--- src/lms_frontend_cfg.svh ---
`ifndef LMS_FRONTEND_CFG_SVH
`define LMS_FRONTEND_CFG_SVH

// LMS6002D converter word on the parallel RX and TX buses
`define LMS_SAMPLE_W 12

// Receive sample width expected by the baseband core
`define CORE_SAMPLE_W 14

// Zero bits below the LMS word when widening to core format.
// LMS_SAMPLE_W + CORE_PAD_W must equal CORE_SAMPLE_W
`define CORE_PAD_W 2

// Transceivers on the board
`define NUM_LMS 2

`endif

--- src/lms_frontend_pkg.sv ---
`include "lms_frontend_cfg.svh"

package lms_frontend_pkg;

   // One word on an LMS RX or TX data bus
   typedef logic [`LMS_SAMPLE_W-1:0] lms_word_t;

   // One receive sample as seen by the core
   typedef logic [`CORE_SAMPLE_W-1:0] core_sample_t;

   // LMS word into the MSBs of a core sample, zeros below
   function automatic core_sample_t lms_to_core(input lms_word_t w);
      core_sample_t s;
      s = {w, {`CORE_PAD_W{1'b0}}};
      return s;
   endfunction

endpackage

--- src/lms_frontend_top.sv ---
`timescale 1ns/1ns

module lms_frontend_top
   import lms_frontend_pkg::*;
(
   input  logic         lms_clk,
   input  logic         rst_i,

   // LMS receive buses
   input  lms_word_t    rx1_d_i,
   input  logic         rx1_iqsel_i,
   input  lms_word_t    rx2_d_i,
   input  logic         rx2_iqsel_i,

   // Receive samples to the core
   output core_sample_t rx1_i_o,
   output core_sample_t rx1_q_o,
   output logic         rx1_valid_o,
   output core_sample_t rx2_i_o,
   output core_sample_t rx2_q_o,
   output logic         rx2_valid_o,

   // Transmit words from the core
   input  lms_word_t    dac1_i_i,
   input  lms_word_t    dac1_q_i,
   input  lms_word_t    dac2_i_i,
   input  lms_word_t    dac2_q_i,

   // LMS transmit buses
   output lms_word_t    tx1_d_o,
   output lms_word_t    tx2_d_o,
   output logic         tx1_iqsel_o,
   output logic         tx2_iqsel_o,
   output logic         tx_load_o,

   // SPI master side
   input  logic         spi_sclk_i,
   input  logic         spi_mosi_i,
   input  logic         sen_lms1_i,
   input  logic         sen_lms2_i,
   input  logic         sen_dac_i,
   output logic         spi_miso_o,

   // SPI device side
   input  logic         lms1_miso_i,
   input  logic         lms2_miso_i,
   output logic         lms1_sclk_o,
   output logic         lms1_mosi_o,
   output logic         lms1_sen_o,
   output logic         lms2_sclk_o,
   output logic         lms2_mosi_o,
   output logic         lms2_sen_o,
   output logic         dac_sclk_o,
   output logic         dac_mosi_o,
   output logic         dac_sen_o
);

   lms_rx_deinterleave lms_rx_deinterleave_i
   (
      .lms_clk     (lms_clk),
      .rst_i       (rst_i),
      .rx1_d_i     (rx1_d_i),
      .rx1_iqsel_i (rx1_iqsel_i),
      .rx2_d_i     (rx2_d_i),
      .rx2_iqsel_i (rx2_iqsel_i),
      .rx1_i_o     (rx1_i_o),
      .rx1_q_o     (rx1_q_o),
      .rx1_valid_o (rx1_valid_o),
      .rx2_i_o     (rx2_i_o),
      .rx2_q_o     (rx2_q_o),
      .rx2_valid_o (rx2_valid_o)
   );

   lms_tx_interleave lms_tx_interleave_i
   (
      .lms_clk     (lms_clk),
      .rst_i       (rst_i),
      .dac1_i_i    (dac1_i_i),
      .dac1_q_i    (dac1_q_i),
      .dac2_i_i    (dac2_i_i),
      .dac2_q_i    (dac2_q_i),
      .tx1_d_o     (tx1_d_o),
      .tx2_d_o     (tx2_d_o),
      .tx1_iqsel_o (tx1_iqsel_o),
      .tx2_iqsel_o (tx2_iqsel_o),
      .tx_load_o   (tx_load_o)
   );

   // Purely combinational, reset plays no part
   lms_spi_router lms_spi_router_i
   (
      .spi_sclk_i  (spi_sclk_i),
      .spi_mosi_i  (spi_mosi_i),
      .spi_miso_o  (spi_miso_o),
      .sen_lms1_i  (sen_lms1_i),
      .sen_lms2_i  (sen_lms2_i),
      .sen_dac_i   (sen_dac_i),
      .lms1_miso_i (lms1_miso_i),
      .lms2_miso_i (lms2_miso_i),
      .lms1_sclk_o (lms1_sclk_o),
      .lms1_mosi_o (lms1_mosi_o),
      .lms2_sclk_o (lms2_sclk_o),
      .lms2_mosi_o (lms2_mosi_o),
      .dac_sclk_o  (dac_sclk_o),
      .dac_mosi_o  (dac_mosi_o)
   );

   // Selects go to the devices unchanged
   assign lms1_sen_o = sen_lms1_i;
   assign lms2_sen_o = sen_lms2_i;
   assign dac_sen_o  = sen_dac_i;

endmodule

--- src/lms_rx_deinterleave.sv ---
`timescale 1ns/1ns
`include "lms_frontend_cfg.svh"

module lms_rx_deinterleave
   import lms_frontend_pkg::*;
(
   input  logic         lms_clk,
   input  logic         rst_i,

   input  lms_word_t    rx1_d_i,
   input  logic         rx1_iqsel_i,   // High marks an I word
   input  lms_word_t    rx2_d_i,
   input  logic         rx2_iqsel_i,

   output core_sample_t rx1_i_o,
   output core_sample_t rx1_q_o,
   output logic         rx1_valid_o,
   output core_sample_t rx2_i_o,
   output core_sample_t rx2_q_o,
   output logic         rx2_valid_o
);

   lms_word_t    rx_d [`NUM_LMS];
   logic         rx_iqsel [`NUM_LMS];

   lms_word_t    pend_i [`NUM_LMS];     // Latest I waiting for its Q
   logic         pend_v [`NUM_LMS];
   lms_word_t    pair_q [`NUM_LMS];     // Q that completed a pair
   logic         pair_hit [`NUM_LMS];   // Pair formed on the last edge

   core_sample_t out_i [`NUM_LMS];
   core_sample_t out_q [`NUM_LMS];
   logic         out_v [`NUM_LMS];

   // Channel buses into arrays
   assign rx_d[0]     = rx1_d_i;
   assign rx_d[1]     = rx2_d_i;
   assign rx_iqsel[0] = rx1_iqsel_i;
   assign rx_iqsel[1] = rx2_iqsel_i;

   // Word capture, no reset needed on the data itself
   always_ff @(posedge lms_clk)
   begin
      for (int n = 0; n < `NUM_LMS; n++)
      begin
         if (rx_iqsel[n])
            pend_i[n] <= rx_d[n];         // A repeated I overwrites the older one
         else if (pend_v[n])
            pair_q[n] <= rx_d[n];
      end
   end

   always_ff @(posedge lms_clk)
   begin
      if (rst_i)
      begin
         for (int n = 0; n < `NUM_LMS; n++)
         begin
            pend_v[n]   <= 1'b0;
            pair_hit[n] <= 1'b0;
            out_v[n]    <= 1'b0;
            out_i[n]    <= '0;
            out_q[n]    <= '0;
         end
      end
      else
      begin
         for (int n = 0; n < `NUM_LMS; n++)
         begin
            // A Q word either completes the pair or is an orphan.
            // Both cases leave nothing pending
            pend_v[n]   <= rx_iqsel[n];
            pair_hit[n] <= !rx_iqsel[n] && pend_v[n];
            out_v[n]    <= pair_hit[n];   // One-cycle strobe

            // pend_i still holds the paired I here, since the Q edge left it alone
            if (pair_hit[n])
            begin
               out_i[n] <= lms_to_core(pend_i[n]);
               out_q[n] <= lms_to_core(pair_q[n]);
            end
         end
      end
   end

   assign rx1_i_o     = out_i[0];
   assign rx1_q_o     = out_q[0];
   assign rx1_valid_o = out_v[0];
   assign rx2_i_o     = out_i[1];
   assign rx2_q_o     = out_q[1];
   assign rx2_valid_o = out_v[1];

endmodule

--- src/lms_spi_router.sv ---
`timescale 1ns/1ns

module lms_spi_router
(
   // Shared master
   input  logic spi_sclk_i,
   input  logic spi_mosi_i,
   output logic spi_miso_o,

   // Active-low device selects
   input  logic sen_lms1_i,
   input  logic sen_lms2_i,
   input  logic sen_dac_i,

   input  logic lms1_miso_i,
   input  logic lms2_miso_i,

   output logic lms1_sclk_o,
   output logic lms1_mosi_o,
   output logic lms2_sclk_o,
   output logic lms2_mosi_o,
   output logic dac_sclk_o,
   output logic dac_mosi_o
);

   logic sel_lms1;
   logic sel_lms2;
   logic sel_dac;

   assign sel_lms1 = ~sen_lms1_i;
   assign sel_lms2 = ~sen_lms2_i;
   assign sel_dac  = ~sen_dac_i;

   // Idle devices see a quiet bus
   assign {lms1_sclk_o, lms1_mosi_o} = sel_lms1 ? {spi_sclk_i, spi_mosi_i} : 2'b00;
   assign {lms2_sclk_o, lms2_mosi_o} = sel_lms2 ? {spi_sclk_i, spi_mosi_i} : 2'b00;
   assign {dac_sclk_o, dac_mosi_o}   = sel_dac  ? {spi_sclk_i, spi_mosi_i} : 2'b00;

   // Clock DAC is write only
   assign spi_miso_o = (sel_lms1 & lms1_miso_i) | (sel_lms2 & lms2_miso_i);

endmodule

--- src/lms_tx_interleave.sv ---
`timescale 1ns/1ns
`include "lms_frontend_cfg.svh"

module lms_tx_interleave
   import lms_frontend_pkg::*;
(
   input  logic      lms_clk,
   input  logic      rst_i,

   // Core side, must be stable in the cycle before each load
   input  lms_word_t dac1_i_i,
   input  lms_word_t dac1_q_i,
   input  lms_word_t dac2_i_i,
   input  lms_word_t dac2_q_i,

   output lms_word_t tx1_d_o,
   output lms_word_t tx2_d_o,
   output logic      tx1_iqsel_o,   // Low for I, high for Q
   output logic      tx2_iqsel_o,
   output logic      tx_load_o
);

   lms_word_t dac_i [`NUM_LMS];
   lms_word_t dac_q [`NUM_LMS];
   lms_word_t q_hold [`NUM_LMS];   // Q of the pair in flight
   lms_word_t tx_d [`NUM_LMS];

   logic      phase;               // Zero on the load edge
   logic      iqsel_q;
   logic      load_q;

   assign dac_i[0] = dac1_i_i;
   assign dac_i[1] = dac2_i_i;
   assign dac_q[0] = dac1_q_i;
   assign dac_q[1] = dac2_q_i;

   // Hold Q until the second half of the pair
   always_ff @(posedge lms_clk)
   begin
      for (int n = 0; n < `NUM_LMS; n++)
      begin
         if (!phase)
            q_hold[n] <= dac_q[n];
      end
   end

   always_ff @(posedge lms_clk)
   begin
      if (rst_i)
      begin
         phase   <= 1'b0;
         load_q  <= 1'b0;
         iqsel_q <= 1'b0;
         for (int n = 0; n < `NUM_LMS; n++)
            tx_d[n] <= '0;
      end
      else
      begin
         phase   <= ~phase;
         load_q  <= ~phase;        // Load cycle carries the I word
         iqsel_q <= phase;
         for (int n = 0; n < `NUM_LMS; n++)
         begin
            if (phase)
               tx_d[n] <= q_hold[n];
            else
               tx_d[n] <= dac_i[n];   // I goes straight out on the load edge
         end
      end
   end

   // Both transceivers share one IQ phase
   assign tx1_iqsel_o = iqsel_q;
   assign tx2_iqsel_o = iqsel_q;
   assign tx_load_o   = load_q;
   assign tx1_d_o     = tx_d[0];
   assign tx2_d_o     = tx_d[1];

endmodule

--- config.mk ---
export PLATFORM = sky130hd
export DESIGN_NAME = lms_frontend_top
export DESIGN_NICKNAME = d
export VERILOG_FILES = /design/src/lms_frontend_pkg.sv /design/src/lms_frontend_top.sv /design/src/lms_rx_deinterleave.sv /design/src/lms_spi_router.sv /design/src/lms_tx_interleave.sv
export VERILOG_INCLUDE_DIRS = /design/src
export SDC_FILE = /design/constraint.sdc
export NUM_CORES = 1
export LEC_CHECK = 0
export BUFFER_PORTS_ARGS = -buffer_cell sky130_fd_sc_hd__buf_2
export CORE_AREA = 2 2 108 110
export CTS_CLUSTER_SIZE = 16
export DETAILED_ROUTE_END_ITERATION = 6
export DIE_AREA = 0 0 110 112
export PLACE_DENSITY = 0.81
export SETUP_SLACK_MARGIN = 0.05
export SYNTH_ARGS = -nofsm -noshare
export SYNTH_HDL_FRONTEND = slang
export SYNTH_SLANG_ARGS = --single-unit
--- constraint.sdc ---
create_clock -name lms_clk -period 1.75 [get_ports lms_clk]
set_input_delay 0.35 -clock lms_clk [delete_from_list [all_inputs] [get_ports lms_clk]]
set_output_delay 0.35 -clock lms_clk [all_outputs]
set_load 0.05 [all_outputs]
==> impl_metrics.py <==
metrics = {
    "route": {
        "finalWirelength_mm": 8.85,
        "drtIter0Drc": 110,
        "routedWlPerCell_um": 13.5,
        "viasPerCell": 4.44,
        "dr_total_vias": 2904,
        "drc": 0,
        "final_antenna_net_count": 0,
        "firstDrtPassIters": 4,
    },
    "cts": {
        "cts_buffer_depth": 2,
        "clockRootBuffer": "clkbuf_16",
        "clkTransAtPathRegs_ns": 0.06,
        "holdBufCountCts": 0,
        "cts-htree-levels": 4,
        "clk_latency_ns": 0.40,
        "numCtsBuffers": 17,
        "cts_tree": "built",
        "clock-sinks": 152,
        "cts_setup_buffers": 0,
        "cts_resized": 0,
    },
    "grt": {
        "grt_pass1_wl_mm": 14.0,
        "grt_pass1_vias": 3113,
        "grt_start_max_net_pins": 49,
        "globalRoute.totalOverflow": 0,
        "antenna_found_initial": 0,
        "grt_usage": 0.154,
    },
    "flow_run": {
        "max_cap_violations": 0,
    },
    "synthesis": {
        "synth_area_mm2": 0.00544,
        "netlist.top_cell.by_area": "edfxtp_1",
        "yosys.cell_count.top_type": "edfxtp_1",
        "synthFlopType": "edfxtp_1",
        "synth_top_family_by_area": "simple AND/OR/NAND/NOR gates",
        "avgSynthCellArea_um2": 18.3,
        "synth_mux_area_frac": 0.0441,
        "synth_commonest_cells": "edfxtp_1, and2_1, nor2_1",
        "synth-simple-area-share": 0.0915,
        "synth_compound_area_frac": 0.00414,
        "ys_seq_elements": 152,
        "synth_async_sr_flop_share": 0,
        "synth_cells": 297,
        "ys_warn_count": 0,
        "synth_top_area_share": 0.794,
        "synthTopCellsByArea": "edfxtp_1, and2_1, mux2i_1",
        "synthXorXnorAreaFrac": 0,
        "yosys.area_share.adder": 0,
        "ys_types": 15,
        "synth-edff-count": 144,
        "synth-seq-area-share": 0.824,
    },
    "timing": {
        "rsz0062_at_grt": "no",
        "worstMarginPinSlew_ns": 0.535,
        "finalSetupViolations": 0,
        "worst_clock_skew_ns": 0.00567,
        "period_share": 0.925,
        "slew-limit-headroom": 0.643,
        "fmax_ghz": 0.618,
        "fin_setup_tns_ns": 0,
        "hold_violations": 0,
        "post-route-min-period_ns": 1.62,
        "drv_slew": 0,
    },
    "worst_setup_path": {
        "crit_path_end_kind": "output pin",
        "cp-start-kind": "flip-flop",
        "critical_path_class": "reg2out",
        "cp_slowest_cell": "dfxtp_2",
        "arrival_ns": 1.27,
        "critPathRequiredTime_ns": 1.40,
        "worstPathCellList": "buf_4 -> clkbuf_4",
        "reg2reg_depth": 1,
        "worstPathMaxFanout": 12,
        "cpPeakStageDelay_ns": 0.36,
    },
    "place": {
        "dp_hpwl_mm": 6.27,
        "io_buffers": 169,
        "gp_congestion": 0.756,
    },
    "finish": {
        "layout-drive-gt1-share": 0.415,
        "synthToLayoutAreaGrowth_pct": 29.6,
        "n_fill_cell": 837,
        "diodes": 0,
        "nets": 581,
    },
    "floorplanning": {
        "die_w_um": 110,
        "die-area_mm2": 0.0123,
        "start_util": 0.487,
        "core-area_mm2": 0.0112,
        "die_h_um": 112,
        "rows": 39,
        "pin_count": 178,
    },
    "pwr": {
        "p_leak_nw": 3.02,
        "power_density_mw_per_mm2": 1230,
        "report.power.total_w": 0.00864,
        "peakVddDrop_v": 0.000697,
    },
    "worst_hold_path": {
        "hold_depth": 1,
        "worstHoldPathType": "in2reg",
    },
    "run_status": {
        "status": "finished clean",
    },
}
-- registers in the layout, indices dropped and copies added, names as in the netlist --
register,cells
lms_rx_deinterleave_i.out_i,24
lms_rx_deinterleave_i.out_q,24
lms_rx_deinterleave_i.out_v,2
lms_rx_deinterleave_i.pair_hit,2
lms_rx_deinterleave_i.pair_q,24
lms_rx_deinterleave_i.pend_i,24
lms_rx_deinterleave_i.pend_v,2
lms_tx_interleave_i.phase,1
lms_tx_interleave_i.q_hold,24
lms_tx_interleave_i.tx1_iqsel_o,1
lms_tx_interleave_i.tx_d,24
-- stage by stage --
stage	hold WS (ns)	utilization	setup WS [ns]	instance area [um^2]	std cells
floorplan	0.449	-	0.122	5560	327
global placement	0.483	0.578	0.420	6460	622
detailed placement	0.478	0.578	0.402	6460	622
CTS	0.0928	0.631	0.0668	7050	654
global route	0.0904	0.631	0.0672	7050	654
finish	0.117	0.631	0.131	7050	654
-- layout by cell type (no fill, tap or decap) --
| master | synthesis | routed |
|---|---|---|
| clkinv_1 | 0 | 1 |
| nor2b_1 | 14 | 14 |
| inv_8 | 0 | 2 |
| inv_6 | 0 | 5 |
| bufinv_16 | 0 | 2 |
| buf_2 | 0 | 168 |
| edfxtp_1 | 144 | 144 |
| dfxtp_1 | 8 | 7 |
| inv_1 | 3 | 2 |
| clkinv_2 | 0 | 1 |
| nor2_1 | 26 | 26 |
| mux2i_1 | 24 | 24 |
| clkbuf_4 | 0 | 1 |
| or2_2 | 2 | 2 |
| buf_4 | 15 | 7 |
| o21ba_4 | 1 | 1 |
| conb_1 | 2 | 32 |
| clkinvlp_4 | 0 | 5 |
| o22ai_1 | 1 | 1 |
| and2_1 | 48 | 48 |
| clkbuf_16 | 0 | 17 |
| dfxtp_2 | 0 | 1 |
-- worst max-delay path: cells and delay by family (launching register included) --
kind | cells | cell delay, ns
buf+inv | 2 | 0.50
flops | 1 | 0.36
-- cell type report --
type / count / area (um^2) / area share
Sequential cell: 152 / 4490 / 0.636
Timing Repair Buffer: 176 / 901 / 0.128
Multi-Input combinational cell: 148 / 881 / 0.125
Clock buffer: 17 / 425 / 0.0603
Tap cell: 143 / 179 / 0.0254
Clock inverter: 15 / 165 / 0.0234
Inverter: 3 / 15.0 / 0.00213
-- kinds of logic (layout without fill, tap and decap cells) --
group | after synthesis | after routing
mux | 24 | 24
simple gates | 90 | 90
other cells | 2 | 32
compound gates | 2 | 2
buf+inv | 27 | 211
flops | 152 | 152
-- worst paths after layout --
| kind | start | endpoint | slack, ns |
|---|---|---|---|
| hold reg to reg | lms_rx_deinterleave_i.pair_hit[0][0]$_SDFF_PP0_ | lms_rx_deinterleave_i.out_v[0][0]$_SDFF_PP0_ | 0.48 |
| setup reg to reg | lms_tx_interleave_i.phase$_SDFF_PP0_ | lms_tx_interleave_i.q_hold[0][8]$_DFFE_PN_ | 0.53 |
| hold / removal | dac2_q_i[4] | lms_tx_interleave_i.q_hold[0][16]$_DFFE_PN_ | 0.12 |
| setup / recovery | lms_tx_interleave_i.phase$_SDFF_PP0_ | tx_load_o | 0.13 |
-- where the power goes --
part	switching, W	internal (W)	total (W)
registers	0.0000447	0.00420	0.00425
logic	0.000609	0.000203	0.000812
clock network	0.00145	0.00213	0.00358
total	0.00210	0.00654	0.00864
-- routing by layer --
layer	wire (um)	up-vias	track usage
li1	-	1426	-
met1	3250	1341	0.161
met2	4690	127	0.261
met3	792	10	0.0679
met4	111	0	0.0726
met5	0	-	0
Note: power is estimated with default switching activity, not from simulation.
